`src/common/irem_consts.svh`:
```
//================================================
// Irem arcade glue constants
// ROM region bounds, download indexes, core
// variant codes and default hold and dim counts
//================================================

`ifndef IREM_CONSTS_SVH
`define IREM_CONSTS_SVH

// ================================================
// ROM image layout, byte addresses
// ================================================

// Sound CPU ROM occupies 0x20000 up to the graphics base
`define IREM_SND_BASE 25'h20000
// Sprite and graphics data, mirrored onto memory port 2
`define IREM_GFX_BASE 25'h30000

// ================================================
// Download indexes
// ================================================

`define IREM_IDX_ROM 8'd0
`define IREM_IDX_MOD 8'd1
`define IREM_IDX_DIP 8'd254

// Core variants with a portrait screen
`define IREM_MOD_PORTRAIT     8'h06
`define IREM_MOD_PORTRAIT_CCW 8'h0B

// Default timing in clk_sys cycles
`define IREM_RESET_HOLD 65535
`define IREM_DIM_CYCLES 240000000

`endif

```
`src/common/irem_pkg.sv`:
```
//================================================
// Irem arcade glue types
// Packed structs shared by the glue blocks
//================================================

`default_nettype none

package irem_pkg;

	// One beat of the indexed download stream
	typedef struct packed {
		logic        wr;
		logic [7:0]  index;
		logic [24:0] addr;
		logic [7:0]  data;
	} dl_beat_t;

	// 16-bit memory write, ds[1] selects the upper (odd) byte
	typedef struct packed {
		logic [22:0] addr;
		logic [1:0]  ds;
		logic [15:0] data;
	} mem_wr_t;

	// Sound ROM write port
	typedef struct packed {
		logic        we;
		logic [15:0] addr;
		logic [7:0]  data;
	} snd_wr_t;

	// 12-bit colour, 4 bits per channel
	typedef struct packed {
		logic [3:0] r;
		logic [3:0] g;
		logic [3:0] b;
	} rgb12_t;

	// Screen orientation decoded from the core variant
	typedef struct packed {
		logic landscape;
		logic ccw;
	} core_cfg_t;

endpackage

`default_nettype wire

```
`src/download/config_capture.sv`:
```
//================================================
// Configuration capture
// Latches the core variant and DIP switch bytes
// and decodes the screen orientation
//================================================

`timescale 1ns/1ps
`default_nettype none

`include "irem_consts.svh"

module config_capture (
	input  logic                clk_sys,
	input  logic                arst_n,
	input  irem_pkg::dl_beat_t  dl,
	output logic [7:0]          core_mod,
	output logic [7:0]          sw0,
	output logic [7:0]          sw1,
	output irem_pkg::core_cfg_t cfg
);

	logic [7:0] sw_bank [8];
	logic       mod_hit;
	logic       dip_hit;

	assign mod_hit = dl.wr & (dl.index == `IREM_IDX_MOD);
	// DIP bank holds 8 bytes, anything beyond is ignored
	assign dip_hit = dl.wr & (dl.index == `IREM_IDX_DIP) & (dl.addr[24:3] == '0);

	always_ff @(posedge clk_sys or negedge arst_n) begin
		if (!arst_n) begin
			core_mod <= '0;
			for (int i = 0; i < 8; i++) begin
				sw_bank[i] <= '0;
			end
		end else begin
			if (mod_hit) begin
				core_mod <= dl.data;
			end
			if (dip_hit) begin
				sw_bank[dl.addr[2:0]] <= dl.data;
			end
		end
	end

	// The core only reads the first two switch banks
	assign sw0 = sw_bank[0];
	assign sw1 = sw_bank[1];

	// Orientation decode, landscape unless listed
	always_comb begin
		case (core_mod)
			`IREM_MOD_PORTRAIT:     cfg = '{landscape: 1'b0, ccw: 1'b0};
			`IREM_MOD_PORTRAIT_CCW: cfg = '{landscape: 1'b0, ccw: 1'b1};
			default:                cfg = '{landscape: 1'b1, ccw: 1'b0};
		endcase
	end

endmodule

`default_nettype wire

```
`src/download/rom_download_router.sv`:
```
//================================================
// ROM download router
// Turns index-0 download beats into toggle-request
// memory writes and sound ROM writes, and flags
// the end of a ROM download
//================================================

`timescale 1ns/1ps
`default_nettype none

`include "irem_consts.svh"

module rom_download_router (
	input  logic               clk_sys,
	input  logic               arst_n,
	input  irem_pkg::dl_beat_t dl,
	input  logic               downloading,
	output irem_pkg::mem_wr_t  port1_wr,
	output logic               port1_req,
	output irem_pkg::mem_wr_t  port2_wr,
	output logic               port2_req,
	output irem_pkg::snd_wr_t  snd_wr,
	output logic               rom_loaded
);
	import irem_pkg::*;

	logic        wr_q;
	logic        downloading_q;
	logic        rom_write;
	logic        snd_hit;
	logic        in_gfx;
	logic        in_snd;
	logic [24:0] gfx_off;
	mem_wr_t     port1_next;
	mem_wr_t     port2_next;
	logic        snd_we_q;
	logic [15:0] snd_addr_q;
	logic [7:0]  snd_data_q;

	// ================================================
	// Region decode
	// ================================================

	assign in_gfx  = dl.addr >= `IREM_GFX_BASE;
	assign in_snd  = (dl.addr >= `IREM_SND_BASE) & ~in_gfx;
	assign gfx_off = dl.addr - `IREM_GFX_BASE;

	// Only the rising edge of wr starts a memory write
	assign rom_write = dl.wr & ~wr_q & downloading & (dl.index == `IREM_IDX_ROM);
	// Sound ROM is written on every wr-high cycle
	assign snd_hit = dl.wr & downloading & (dl.index == `IREM_IDX_ROM) & in_snd;

	// Byte goes on both lanes, strobe picks the lane
	assign port1_next = '{
		addr: dl.addr[23:1],
		ds:   {dl.addr[0], ~dl.addr[0]},
		data: {2{dl.data}}
	};
	assign port2_next = '{
		addr: gfx_off[23:1],
		ds:   {gfx_off[0], ~gfx_off[0]},
		data: {2{dl.data}}
	};

	// ================================================
	// Control state
	// ================================================

	always_ff @(posedge clk_sys or negedge arst_n) begin
		if (!arst_n) begin
			wr_q          <= 1'b0;
			downloading_q <= 1'b0;
			port1_req     <= 1'b0;
			port2_req     <= 1'b0;
			snd_we_q      <= 1'b0;
			rom_loaded    <= 1'b0;
		end else begin
			wr_q          <= dl.wr;
			downloading_q <= downloading;
			snd_we_q      <= snd_hit;
			rom_loaded    <= downloading_q & ~downloading;
			if (rom_write) begin
				port1_req <= ~port1_req;
				if (in_gfx) begin
					port2_req <= ~port2_req;
				end
			end
		end
	end

	// Payloads, valid together with the request toggle
	always_ff @(posedge clk_sys) begin
		if (rom_write) begin
			port1_wr <= port1_next;
			if (in_gfx) begin
				port2_wr <= port2_next;
			end
		end
		if (snd_hit) begin
			snd_addr_q <= dl.addr[15:0];
			snd_data_q <= dl.data;
		end
	end

	assign snd_wr = '{we: snd_we_q, addr: snd_addr_q, data: snd_data_q};

endmodule

`default_nettype wire

```
`src/hdl/arcade_glue_top.sv`:
```
//================================================
// Irem arcade glue, top level
// Download routing, configuration capture, core
// reset sequencing and the pause system
//================================================

`timescale 1ns/1ps
`default_nettype none

`include "irem_consts.svh"

module arcade_glue_top #(
	parameter int hold_cycles = `IREM_RESET_HOLD,
	parameter int dim_cycles  = `IREM_DIM_CYCLES
) (
	input  logic                clk_sys,
	input  logic                arst_n,
	// Download stream
	input  irem_pkg::dl_beat_t  dl,
	input  logic                downloading,
	output irem_pkg::mem_wr_t   port1_wr,
	output logic                port1_req,
	output irem_pkg::mem_wr_t   port2_wr,
	output logic                port2_req,
	output irem_pkg::snd_wr_t   snd_wr,
	// Configuration
	output logic [7:0]          core_mod,
	output logic [7:0]          sw0,
	output logic [7:0]          sw1,
	output irem_pkg::core_cfg_t cfg,
	// Reset
	input  logic                menu_reset,
	input  logic                user_reset,
	output logic                core_reset,
	// Pause and video
	input  logic                pause_btn,
	input  logic                osd_open,
	input  logic                osd_pause_off,
	input  irem_pkg::rgb12_t    rgb_in,
	output logic                pause,
	output irem_pkg::rgb12_t    rgb_out
);

	logic rom_loaded;

	rom_download_router i_router (
		.clk_sys     (clk_sys),
		.arst_n      (arst_n),
		.dl          (dl),
		.downloading (downloading),
		.port1_wr    (port1_wr),
		.port1_req   (port1_req),
		.port2_wr    (port2_wr),
		.port2_req   (port2_req),
		.snd_wr      (snd_wr),
		.rom_loaded  (rom_loaded)
	);

	config_capture i_config (
		.clk_sys  (clk_sys),
		.arst_n   (arst_n),
		.dl       (dl),
		.core_mod (core_mod),
		.sw0      (sw0),
		.sw1      (sw1),
		.cfg      (cfg)
	);

	reset_sequencer #(
		.hold_cycles (hold_cycles)
	) i_reset (
		.clk_sys    (clk_sys),
		.arst_n     (arst_n),
		.rom_loaded (rom_loaded),
		.menu_reset (menu_reset),
		.user_reset (user_reset),
		.core_reset (core_reset)
	);

	pause_dimmer #(
		.dim_cycles (dim_cycles)
	) i_pause (
		.clk_sys       (clk_sys),
		.arst_n        (arst_n),
		.pause_btn     (pause_btn),
		.osd_open      (osd_open),
		.osd_pause_off (osd_pause_off),
		.rgb_in        (rgb_in),
		.pause         (pause),
		.rgb_out       (rgb_out)
	);

endmodule

`default_nettype wire

```
`src/hdl/pause_dimmer.sv`:
```
//================================================
// Pause and dimming
// Pause toggle from the button or the open OSD,
// and half-intensity video after a long pause
//================================================

`timescale 1ns/1ps
`default_nettype none

`include "irem_consts.svh"

module pause_dimmer #(
	parameter int dim_cycles = `IREM_DIM_CYCLES
) (
	input  logic             clk_sys,
	input  logic             arst_n,
	input  logic             pause_btn,
	input  logic             osd_open,
	input  logic             osd_pause_off,
	input  irem_pkg::rgb12_t rgb_in,
	output logic             pause,
	output irem_pkg::rgb12_t rgb_out
);
	import irem_pkg::*;

	localparam int tmr_w = (dim_cycles < 1) ? 1 : $clog2(dim_cycles + 1);
	localparam logic [tmr_w-1:0] dim_max = tmr_w'(dim_cycles);

	logic             btn_q;
	logic             pause_toggle;
	logic [tmr_w-1:0] pause_timer;
	logic             dim_video;
	rgb12_t           rgb_half;

	// Open menu pauses too, unless the user turned that off
	assign pause = pause_toggle | (osd_open & ~osd_pause_off);

	always_ff @(posedge clk_sys or negedge arst_n) begin
		if (!arst_n) begin
			btn_q        <= 1'b0;
			pause_toggle <= 1'b0;
			pause_timer  <= '0;
		end else begin
			btn_q <= pause_btn;
			if (pause_btn & ~btn_q) begin
				pause_toggle <= ~pause_toggle;
			end
			// Timer saturates at the dim count
			if (!pause) begin
				pause_timer <= '0;
			end else if (pause_timer < dim_max) begin
				pause_timer <= pause_timer + 1'b1;
			end
		end
	end

	// ================================================
	// Video dimming
	// ================================================

	assign dim_video = pause_timer >= dim_max;

	assign rgb_half = '{
		r: rgb_in.r >> 1,
		g: rgb_in.g >> 1,
		b: rgb_in.b >> 1
	};

	assign rgb_out = dim_video ? rgb_half : rgb_in;

endmodule

`default_nettype wire

```
`src/hdl/reset_sequencer.sv`:
```
//================================================
// Core reset sequencer
// Keeps the game core in reset until a ROM is
// loaded and for a hold time after each request
//================================================

`timescale 1ns/1ps
`default_nettype none

`include "irem_consts.svh"

module reset_sequencer #(
	parameter int hold_cycles = `IREM_RESET_HOLD
) (
	input  logic clk_sys,
	input  logic arst_n,
	input  logic rom_loaded,
	input  logic menu_reset,
	input  logic user_reset,
	output logic core_reset
);

	localparam int cnt_w = (hold_cycles < 1) ? 1 : $clog2(hold_cycles + 1);
	localparam logic [cnt_w-1:0] hold_val = cnt_w'(hold_cycles);

	logic             loaded;
	logic [cnt_w-1:0] hold_cnt;

	always_ff @(posedge clk_sys or negedge arst_n) begin
		if (!arst_n) begin
			loaded     <= 1'b0;
			hold_cnt   <= hold_val;
			core_reset <= 1'b1;
		end else begin
			// Sticky, a finished ROM download stays valid
			if (rom_loaded) begin
				loaded <= 1'b1;
			end
			if (menu_reset | user_reset | ~loaded) begin
				hold_cnt <= hold_val;
			end else if (hold_cnt != '0) begin
				hold_cnt <= hold_cnt - 1'b1;
			end
			core_reset <= hold_cnt != '0;
		end
	end

endmodule

`default_nettype wire

```
`config.mk`:
```
export PLATFORM = sky130hd
export DESIGN_NAME = arcade_glue_top
export DESIGN_NICKNAME = d
export VERILOG_FILES = /design/src/common/irem_pkg.sv /design/src/download/config_capture.sv /design/src/download/rom_download_router.sv /design/src/hdl/arcade_glue_top.sv /design/src/hdl/pause_dimmer.sv /design/src/hdl/reset_sequencer.sv
export VERILOG_INCLUDE_DIRS = /design/src /design/src/common
export SDC_FILE = /design/constraint.sdc
export NUM_CORES = 1
export LEC_CHECK = 0
export BUFFER_PORTS_ARGS = -buffer_cell sky130_fd_sc_hd__buf_2
export CAP_MARGIN = 30
export CORE_MARGIN = 4
export CORE_UTILIZATION = 55
export CTS_CLUSTER_DIAMETER = 80
export CTS_CLUSTER_SIZE = 24
export DETAILED_ROUTE_END_ITERATION = 6
export PLACE_DENSITY_LB_ADDON = 0.1
export SETUP_SLACK_MARGIN = 0.05
export SLEW_MARGIN = 20
export SYNTH_ARGS = -nofsm -noshare
export SYNTH_HDL_FRONTEND = slang
export SYNTH_SLANG_ARGS = --single-unit
```
`constraint.sdc`:
```
create_clock -name clk_sys -period 10.6 [get_ports clk_sys]
set_clock_uncertainty 0.15 [all_clocks]
set_input_delay 1.59 -clock clk_sys [delete_from_list [all_inputs] [get_ports clk_sys]]
set_output_delay 1.59 -clock clk_sys [all_outputs]
set_load 0.01 [all_outputs]
```
-- Word-level counts from Yosys, hierarchy flattened
Cells that the tools add are included.
- add/subtract/negate cells: 3
- $mul: 0
- divide/modulo/power cells: 0
- magnitude comparators: 6
- equality and inequality tests: 5
- shifts and indexed selects: 0
- muxes and demuxes: 9
- bitwise logic cells: 28
- reductions and logical operators: 6
- operator list (operator ; count):
    bitwise mux 64 bit ; 1
    two-way mux 28 bit ; 2
    >= comparator 25 x 18 -> 1 bit, second input constant ; 2
    two-way mux 16 bit ; 2
    adder 28 x 1 -> 28 bit, second input constant ; 1
    >= comparator 28 bit, second input constant ; 1
    < comparator 28 bit, second input constant ; 1
    demux 8 bit (select 3 bit) ; 1
    subtractor 24 x 18 -> 24 bit, second input constant ; 1
    logical NOT 22 bit ; 1
    nonzero test 16 bit ; 1
    subtractor 16 x 1 -> 16 bit, second input constant ; 1
    AND 1 bit ; 13
    two-way mux 12 bit ; 1
    NOT 1 bit ; 11
    == test 8 x 1 -> 1 bit, second input constant ; 1
    == test 8 x 3 -> 1 bit, second input constant ; 1
    == test 8 x 4 -> 1 bit, second input constant ; 1
    == test 8 bit, second input constant ; 1
    logical NOT 8 bit ; 1
    two-way mux 8 bit ; 1
    >= comparator 4 bit, second input constant ; 1
    < comparator 4 x 1 -> 1 bit, second input constant ; 1
    NOT 3 -> 4 bit ; 1
    6 further kinds ; 8
- bits in registers: 232
- bits in latches: 0
- bits in writable memories: 0
- bits in read-only memories: 0
- bits of input ports: 62
- output and inout bits: 149
- word-level logic and storage cells: 86
- memories kept: 0

-- Longest topological paths before layout
Gate-level depths: netlist of the first run.
- depth in word-level cells: 6
- depth in mapped cells: 8
- depth with buffers taken out: 7

-- Hierarchy
Synthesis of the first run repeated with hierarchy kept, for this count alone.
- cell total of the unflattened synthesis: 537
- area, all modules: 7181.9 µm²
- by module, submodules not included (module ; times used ; cells each ; area each (µm²) ; seq. area each (µm²)):
    rom_download_router ; 1 ; 149 ; 3254.4 ; 2852.7
    pause_dimmer ; 1 ; 213 ; 1809.2 ; 750.7
    config_capture ; 1 ; 72 ; 1087.3 ; 600.6
    reset_sequencer ; 1 ; 103 ; 1031.0 ; 471.7

-- Worst setup path after synthesis of the first run
No wires, ideal clock.
- path type: input port to flip-flop
- start point: in dl[34] in the netlist's numbering
- end point: reg, netlist name i_router.port2_wr[10]
- library setup time: 0.395 ns
- arrival time: 4.669 ns
- required time: 10.055 ns
- setup slack: 5.387 ns
- stages on the path: 5
- path buffers: 0
- cell sequence: nor4_1 -> and4b_1 -> nand3b_1 -> nor2_1 -> and2_1
- cells in the longest elaborated chain, start to end: 3
- RTL lines (element ; line ; RTL):
    start, declared ; arcade_glue_top.sv:19 ; input irem_pkg::dl_beat_t dl,
    logical NOT 8 bit (no line) ; n/a ;
    AND 1 bit ; rom_download_router.sv:49 ; assign rom_write = dl.wr & ~wr_q & downloading & (dl.index == `IREM_IDX_ROM);
    via i_router.rom_write ; rom_download_router.sv:29 ; logic rom_write;
    AND reduction 2 bit (no line) ; n/a ;
The timed path passes the listed nets, and every way through them passes these cells.
A chain may end at the register's enable or synchronous reset.

==> results.sh, run 1 <==
export IMPL_run_status="finished clean"
export IMPL_finalHoldViolCount=0
export IMPL_critPathLaunch="i_pause.pause_timer[15]"
export IMPL_cp_end_kind="output pin"
export IMPL_dr_pass1_iters=4
export IMPL_worstPathMaxFanout=16
export IMPL_clock_root_buffer="clkbuf_16"
export IMPL_required_ns=8.86
export IMPL_fin_nets=758
export IMPL_antenna_found_initial=0
export IMPL_r2r_start="i_pause.pause_timer[15]"
export IMPL_synth_largest_area_cell="edfxtp_1"
export IMPL_post_cts_setup_buffers=0
export IMPL_min_from="i_router.rom_loaded"
export IMPL_routed_wl_um=15400
export IMPL_diodes=0
export IMPL_place_area_um2=8000
export IMPL_dp_cells=838
export IMPL_fin_total_pwr_mw=1.40
export IMPL_worst_setup_path_start_kind="flip-flop"
export IMPL_syn_num_nets=552
export IMPL_cts_sinks=168
export IMPL_finalSetupViolations=0
export IMPL_hold_class="reg2reg"
export IMPL_vias_per_cell=5.37
export IMPL_maxSlewViolCount=0
export IMPL_io_pins=211
export IMPL_dpl_hpwl_um=11500
export IMPL_fin_crit_ns=4.60
export IMPL_die_y_um=120
export IMPL_holdBufCountCts=0
export IMPL_first_iter_violations=276
export IMPL_fin_tns_setup_ns=0
export IMPL_wire_per_inst_um=17.7
export IMPL_clk_latency_ns=0.42
export IMPL_ys_seq_elements=168
export IMPL_rows=40
export IMPL_fin_hold_ws_ns=0.291
export IMPL_ir_drop_v=0.0000998
export IMPL_grtUsageTotal=0.220
export IMPL_final_period_utilization=0.434
export IMPL_grt_pass1_wl_um=24500
export IMPL_cts_buffers=17
export IMPL_synth_cell_type_count=57
export IMPL_post_route_cells_drive_above_1_share=0.435
export IMPL_rsz0062_at_grt="no"
export IMPL_grt_pass1_vias=4599
export IMPL_crit_arrival_ns=2.86
export IMPL_relSlewSlack=0.411
export IMPL_synthTopCellsByArea="edfxtp_1 39%, dfrtp_1 22%, dfstp_2 6.5%, mux2_2 4.1%, xor2_1 2.7%"
export IMPL_ys_warn_count=0
export IMPL_synth_ff_type="edfxtp_1"
export IMPL_drtAntennaViolNets=0
export IMPL_critical_path_class="reg2out"
export IMPL_grt_ovfl_total=0
export IMPL_ctsLongestPathBuffers=2
export IMPL_powerDensity_nw_per_um2=163
export IMPL_final_cell_area_um2=8610
export IMPL_synth_area_per_cell_um2=14.1
export IMPL_h_tree_depth=4
export IMPL_fin_ws_ns=6.00
export IMPL_die_w_um=120
export IMPL_numPortBuffers=210
export IMPL_finalNonFillerCells=871
export IMPL_clk_pin_slew_ns=0.06
export IMPL_place_ws_ns=5.72
export IMPL_grt_max_degree=53
export IMPL_die_area_um2=14300
export IMPL_vias=4676
export IMPL_drc=0
export IMPL_post_cts_resized=0
export IMPL_drv_cap=0
export IMPL_synthDominantCellAreaShare=0.395
export IMPL_final_core_util=0.711
export IMPL_tightest_slew_ns=0.879
export IMPL_cts_tree="built"
export IMPL_ys_seq_area_frac=0.683
export IMPL_fmax_mhz=217
export IMPL_start_util=0.565
export IMPL_area_growth_pct=25.7
export IMPL_postSynth_asyncResetShare=0.464
export IMPL_gp_routability_congestion=0.780
export IMPL_synth_area_um2=6840
export IMPL_synth_edf_count=90
export IMPL_power_leakage_nw=3.71
export IMPL_syn_inst=484
export IMPL_core_area_um2=12100
-- where the power goes --
part           switching [mW]  internal, mW  total [mW]  leakage, nW
Clock                   0.248         0.355       0.604        0.273
Combinational          0.0574        0.0322      0.0896         1.62
Sequential             0.0102         0.701       0.711         1.82
-- flip-flops by register name, indices dropped and copies added, names as in the netlist, 8 cells and up --
signal               flops
i_config.sw0             8
i_router.snd_addr_q     16
i_router.port2_wr       33
i_router.port1_wr       33
i_reset.hold_cnt        16
i_config.sw1             8
i_router.snd_data_q      8
i_config.core_mod        8
i_pause.pause_timer     28
-- cell families (layout without fill, tap and decap cells) --
group / count (synthesis) / in the layout / synth area share
compound gates: 53 / 53 / 0.0539
xor+xnor: 34 / 34 / 0.0435
fa+ha+maj: 6 / 6 / 0.0110
buf+inv: 41 / 260 / 0.0338
flops: 168 / 168 / 0.683
mux: 34 / 34 / 0.0558
simple gates: 148 / 148 / 0.119
-- area by class of cell --
cell class	instances	area [um2]
clock buffer	19	443
clock inverter	13	146
fill	885	3510
inverter	12	45.0
multi-input combinational	275	1950
sequential	168	4680
tap	168	210
timing repair buffer	216	1130
-- synthesized netlist by cell type (8+ instances only) --
cell,number
edfxtp_1,90
dfrtp_1,61
nor2_1,33
nand2_1,29
mux2_2,25
xor2_1,21
buf_4,18
dfstp_2,17
xnor2_1,13
inv_1,12
nand3_1,12
o21ai_0,12
a21oi_1,9
o211ai_1,9
clkbuf_1,8
mux2_1,8
nor3_1,8
-- routing by layer --
layer	GRT usage	wire [um]	share of wire	vias up
li1	-	-	-	2185
met1	0.270	6080	0.39	2317
met2	0.381	8130	0.53	150
met3	0.0566	898	0.058	24
met4	0.0737	310	0.020	0
met5	0	0	0	-
-- worst max-delay path, stage by stage, from the launching register on --
cell	delay (ns)
dfrtp_1	0.41
or4_1	0.53
a31oi_1	0.21
o311a_2	0.42
nor2_1	0.21
buf_4	0.26
mux2_2	0.27
buf_2	0.14
-- path summary, 6_finish.rpt --
path / to / slack [ns] / depth (start not counted)
min in group asynchronous: i_router.port2_req / 0.95 / 1
setup reg to reg: i_pause.pause_timer[23] / 7.98 / 6
setup / recovery: rgb_out[1] / 6.00 / 7
hold reg to reg: i_reset.loaded / 0.29 / 1
max in group asynchronous: i_reset.hold_cnt[12] / 8.74 / 2
hold / removal: i_reset.loaded / 0.29 / 1
-- cell usage in the layout (no fill, tap or decap), drive strengths merged, types with 7 or more instances in the layout --
cell type | synthesis | layout
nor4 | 8 | 8
dfrtp | 61 | 61
clkbuf | 8 | 19
nor3 | 11 | 11
edfxtp | 90 | 90
xor2 | 21 | 21
buf | 21 | 216
o21ai | 13 | 13
nand4 | 7 | 7
nor2 | 34 | 34
inv | 12 | 15
a21oi | 9 | 9
mux2 | 33 | 33
xnor2 | 13 | 13
nand2 | 30 | 30
dfstp | 17 | 17
o211ai | 10 | 10
or4 | 9 | 9
nand3 | 12 | 12
Power figures use the tool's default switching activity.
==> inputs of run 2 (changes only) <==
CORE_UTILIZATION = 51   (was 55)
clock period = 4.54 ns   (was 10.6 ns; I/O delays follow)
==> run 2 against run 1 <==
  * Register-to-register slack lost 6.0 ns
  * Critical path depth is the same
  * Utilization shrank 6.2 points
  * Routed wire length shrank 2.6%
  * Hold slack lost 0.21 ns
  * Global-route usage shrank 2.1 points
  * Sequential cell count is the same
  * Non-clock buffer count is the same
  * Die area grew 7.3%
  * Clock power grew 120%
  * Combinational power grew 130%
  * Cell count grew 0.92%
  * Largest cell class unchanged
  * Highest routed layer is now met5
==> results.sh, run 2 (synthesis results as in run 1) <==
export IMPL_run_status="finished clean"
export IMPL_diodes=0
export IMPL_place_area_um2=8010
export IMPL_vias=4620
export IMPL_critical_path_class="reg2out"
export IMPL_crit_arrival_ns=2.80
export IMPL_tightest_slew_ns=0.885
export IMPL_clk_pin_slew_ns=0.07
export IMPL_dr_pass1_iters=4
export IMPL_post_cts_resized=0
export IMPL_hold_class="in2async"
export IMPL_area_growth_pct=25.0
export IMPL_clock_root_buffer="clkbuf_16"
export IMPL_gp_routability_congestion=0.815
export IMPL_fmax_mhz=275
export IMPL_relSlewSlack=0.407
export IMPL_routed_wl_um=15000
export IMPL_io_pins=211
export IMPL_grt_ovfl_total=0
export IMPL_clk_latency_ns=0.42
export IMPL_h_tree_depth=4
export IMPL_cts_tree="built"
export IMPL_drv_cap=0
export IMPL_grt_max_degree=42
export IMPL_post_cts_setup_buffers=0
export IMPL_core_area_um2=13200
export IMPL_holdBufCountCts=0
export IMPL_wire_per_inst_um=17.1
export IMPL_finalNonFillerCells=879
export IMPL_grt_pass1_wl_um=23200
export IMPL_powerDensity_nw_per_um2=374
export IMPL_cp_end_kind="output pin"
export IMPL_ctsLongestPathBuffers=2
export IMPL_final_cell_area_um2=8560
export IMPL_worstPathMaxFanout=16
export IMPL_place_ws_ns=1.31
export IMPL_final_period_utilization=0.800
export IMPL_fin_crit_ns=3.63
export IMPL_maxSlewViolCount=0
export IMPL_fin_ws_ns=0.907
export IMPL_fillCellCount=1009
export IMPL_rsz0062_at_grt="no"
export IMPL_worst_setup_path_start_kind="flip-flop"
export IMPL_die_area_um2=15300
export IMPL_dpl_hpwl_um=10900
export IMPL_first_iter_violations=288
export IMPL_vias_per_cell=5.26
export IMPL_die_w_um=124
export IMPL_numPortBuffers=210
export IMPL_fin_hold_ws_ns=0.0823
export IMPL_die_y_um=124
export IMPL_power_leakage_nw=3.71
export IMPL_rows=42
export IMPL_antenna_found_initial=1
export IMPL_finalSetupViolations=0
export IMPL_fin_nets=758
export IMPL_post_route_cells_drive_above_1_share=0.437
export IMPL_ir_drop_v=0.000230
export IMPL_grtUsageTotal=0.199
export IMPL_drtAntennaViolNets=0
export IMPL_grt_pass1_vias=4615
export IMPL_required_ns=3.71
export IMPL_fin_tns_setup_ns=0
export IMPL_final_cell_mix="209 x buf_2, 90 x edfxtp_1, 61 x dfrtp_1"
export IMPL_dp_cells=847
export IMPL_top_regs="i_router.port1_wr: 33 flops, i_router.port2_wr: 33 flops, i_pause.pause_timer: 28 flops"
export IMPL_cts_buffers=17
export IMPL_start_util=0.519
export IMPL_final_common_cell="buf_2"
export IMPL_drc=0
export IMPL_finalHoldViolCount=0
export IMPL_cts_sinks=168
-- run 2: changes by cell type in the layout (fill, tap and decap cells not counted), moves of 2 or more --
cell / before / now
clkinvlp_4: 5 / 1
bufinv_16: 2 / 0
inv_8: 0 / 3
inv_4: 0 / 3
inv_6: 3 / 7
clkinv_4: 2 / 0
-- run 2: worst paths after layout --
path,start,endpoint,slack (ns),cells past startpoint
min in group clk_sys,pause_btn,i_pause.btn_q,0.24,1
worst max-delay path,i_pause.pause_timer[15],rgb_out[9],0.91,7
worst min register to register,i_router.rom_loaded,i_reset.loaded,0.28,1
worst max register to register,i_pause.pause_timer[15],i_pause.pause_timer[23],1.94,6
worst min-delay path,arst_n,i_pause.pause_toggle,0.08,1
max in group asynchronous,arst_n,i_reset.hold_cnt[5],3.51,2
-- run 2: through the flow --
step                      power [mW]  utilization
after floorplan                 1.79            -
after global placement          1.88        0.605
after detailed placement        1.89        0.607
after CTS                       3.24        0.649
after global routing            3.35        0.649
final                           3.20        0.649
-- run 2: area by class of cell --
cell class                      count  area (um2)  share of cell area
Multi-Input combinational cell    275        1950               0.228
Sequential cell                   168        4680               0.546
Timing Repair Buffer              216        1110               0.130
Clock buffer                       17         425              0.0497
Clock inverter                     15         126              0.0148
Tap cell                          176         220              0.0257
Inverter                           12        45.0             0.00526
-- run 2: critical path: stages (launching register included) --
cell and delay (ns):
dfrtp_1 0.41, or4_1 0.54, a31oi_1 0.18, o311a_2 0.39, nor2_1 0.19, buf_4 0.25, mux2_2 0.27, buf_2 0.14
-- run 2: layer usage --
metal	share of wire	global-route usage	vias up	wire length (um)
met5	0.00047	0	-	7
met4	0.029	0.0865	2	431
met3	0.078	0.0568	33	1160
met2	0.49	0.323	166	7420
met1	0.40	0.249	2227	5990
li1	-	-	2192	-
-- run 2: power by group --
part | total, mW | switching (mW) | internal, mW | leakage, nW
combinational | 0.205 | 0.130 | 0.0744 | 1.61
sequential | 1.66 | 0.0204 | 1.64 | 1.82
clock | 1.34 | 0.622 | 0.722 | 0.277
==> inputs of run 3 (changes only) <==
clock period = 3.68 ns   (was 4.54 ns; I/O delays follow)
==> run 3 against run 2 <==
  * Via count rose by 1.5%
  * Largest cell class unchanged
  * Critical path type unchanged
  * Utilization rose by 0.50 points
  * Count of clock-buffer cells in the layout is the same
  * Sequential cell count stayed put
  * Highest routed layer is now met4
  * Non-clock buffer count is 4 higher
  * Critical path depth unchanged
==> results.sh, run 3 (synthesis results as in run 1) <==
export IMPL_ctsLongestPathBuffers=2
export IMPL_final_common_cell="buf_2"
export IMPL_crit_arrival_ns=2.69
export IMPL_rsz0062_at_grt="no"
export IMPL_swShare=0.234
export IMPL_required_ns=2.98
export IMPL_routed_wl_um=15300
export IMPL_combPwrFrac=0.065
export IMPL_worst_setup_path_start_kind="flip-flop"
export IMPL_post_route_cells_drive_above_1_share=0.434
export IMPL_gp_routability_congestion=0.786
export IMPL_run_status="finished clean"
export IMPL_intPower_mw=3.06
export IMPL_numPortBuffers=210
export IMPL_rr_worst_depth=6
export IMPL_place_ws_ns=0.629
export IMPL_clock_root_buffer="clkbuf_16"
export IMPL_die_area_um2=15300
export IMPL_critical_path_class="reg2out"
export IMPL_h_tree_depth=4
export IMPL_fin_crit_ns=3.39
export IMPL_final_period_utilization=0.922
export IMPL_final_cell_area_um2=8620
export IMPL_dpl_hpwl_um=11100
export IMPL_rows=42
export IMPL_io_pins=211
export IMPL_route_met3_wl_um=1140
export IMPL_wire_per_inst_um=17.3
export IMPL_vias_per_cell=5.31
export IMPL_relSlewSlack=0.627
export IMPL_drtAntennaViolNets=0
export IMPL_cts_tree="built"
export IMPL_ir_drop_v=0.000241
export IMPL_clk_pin_slew_ns=0.06
export IMPL_worstPathMaxFanout=16
export IMPL_top_regs="i_router.port1_wr: 33 flops, i_router.port2_wr: 33 flops, i_pause.pause_timer: 28 flops"
export IMPL_grt_ovfl_total=0
export IMPL_grt_pass1_vias=4470
export IMPL_power_leakage_nw=3.72
export IMPL_cts_buffers=17
export IMPL_fin_tns_setup_ns=0
export IMPL_first_iter_violations=296
export IMPL_start_util=0.519
export IMPL_rrSetupSlack_ns=1.11
export IMPL_fin_total_pwr_mw=4.00
export IMPL_drv_cap=0
export IMPL_die_y_um=124
export IMPL_finalSetupViolations=0
export IMPL_finalHoldViolCount=0
export IMPL_powerDensity_nw_per_um2=463
export IMPL_hold_class="in2reg"
export IMPL_r2r_end="i_pause.pause_timer[19]"
export IMPL_vias=4690
export IMPL_final_cell_mix="209 x buf_2, 90 x edfxtp_1, 61 x dfrtp_1"
export IMPL_diodes=0
export IMPL_fmax_mhz=295
export IMPL_tightest_slew_ns=0.557
export IMPL_p_seq_frac=0.512
export IMPL_area_growth_pct=26.0
export IMPL_p_sw_mw=0.937
export IMPL_cp_end_kind="output pin"
export IMPL_fin_ws_ns=0.286
export IMPL_grtUsageTotal=0.200
export IMPL_die_w_um=124
export IMPL_r2r_start="i_pause.pause_timer[15]"
export IMPL_p_clk_frac=0.424
export IMPL_met2WireLength_um=7770
export IMPL_met1_length_um=6230
export IMPL_seq_area_um2=4680
export IMPL_grt_max_degree=79
export IMPL_drc=0
export IMPL_dr_pass1_iters=4
export IMPL_endpoint="rgb_out[9]"
export IMPL_place_area_um2=8010
export IMPL_cts_sinks=168
export IMPL_clk_latency_ns=0.42
export IMPL_critPathLaunch="i_pause.pause_timer[15]"
export IMPL_maxSlewViolCount=0
export IMPL_antenna_found_initial=0
export IMPL_core_area_um2=13200
export IMPL_multi_input_area_um2=1970
export IMPL_fillCellCount=1012
export IMPL_fin_nets=762
export IMPL_grt_pass1_wl_um=23100
export IMPL_routed_top_layer="met4"
[run 3: cell count changes in the layout (fill, tap and decap cells not counted), sizes merged]
cell,delta
dlygate4sd3,+1
clkinv,+2
inv,-5
buf,+3
bufinv,+1
clkinvlp,+2
[run 3: power groups by stage]
stage | clock network (mW) | logic [mW] | registers (mW)
2_1_floorplan | 0 | 0.131 | 2.08
3_3_place_gp | 0 | 0.248 | 2.08
3_5_place_dp | 0 | 0.256 | 2.08
4_1_cts | 1.73 | 0.257 | 2.04
5_1_grt | 1.82 | 0.290 | 2.05
6_report | 1.69 | 0.259 | 2.04
[run 3: cell type report]
class                      instances  share of cell area
inverter                          12             0.00522
timing repair buffer             220               0.133
clock inverter                    15              0.0164
tap                              176              0.0255
sequential                       168               0.542
clock buffer                      17              0.0493
multi-input combinational        275               0.228
[run 3: worst min-delay path by stage]
stage	start	endpoint	slack, ns	cells past startpoint
4_1_cts	pause_btn	i_pause.btn_q	0.08	1
5_1_grt	pause_btn	i_pause.btn_q	0.09	1
2_1_floorplan	arst_n	i_config.core_mod[0]	0.11	0
3_3_place_gp	i_router.port1_req	i_router.port1_req	0.30	1
6_report	pause_btn	i_pause.btn_q	0.10	1
3_5_place_dp	i_router.rom_loaded	i_reset.loaded	0.28	1
[run 3: timing repair]
action,CTS,global route
buffers inserted,0,0
gates resized for setup,0,1
hold buffers,0,1
endpoints found under the hold margin,0,26
setup endpoints to repair,0,9
[run 3: worst max-delay path, stage by stage (launching register included)]
cell and delay (ns):
dfrtp_1 0.41, or4_1 0.54, a31oi_1 0.20, o311a_4 0.35, nor2_1 0.15, buf_4 0.21, mux2_2 0.27, buf_2 0.14
[run 3: layer usage]
| metal | GRT usage | up-vias |
|---|---|---|
| met4 | 0.0630 | 0 |
| met3 | 0.0436 | 19 |
| met2 | 0.340 | 204 |
| li1 | - | 2186 |
| met1 | 0.257 | 2281 |
| met5 | 0 | - |
[run 3: metrics by stage]
stage / hold slack [ns] / util / instances
6_report: 0.104 / 0.654 / 883
5_1_grt: 0.0872 / 0.654 / 883
4_1_cts: 0.0841 / 0.650 / 881
3_5_place_dp: 0.282 / 0.607 / 849
3_3_place_gp: 0.301 / 0.607 / 848
2_1_floorplan: 0.106 / - / 484
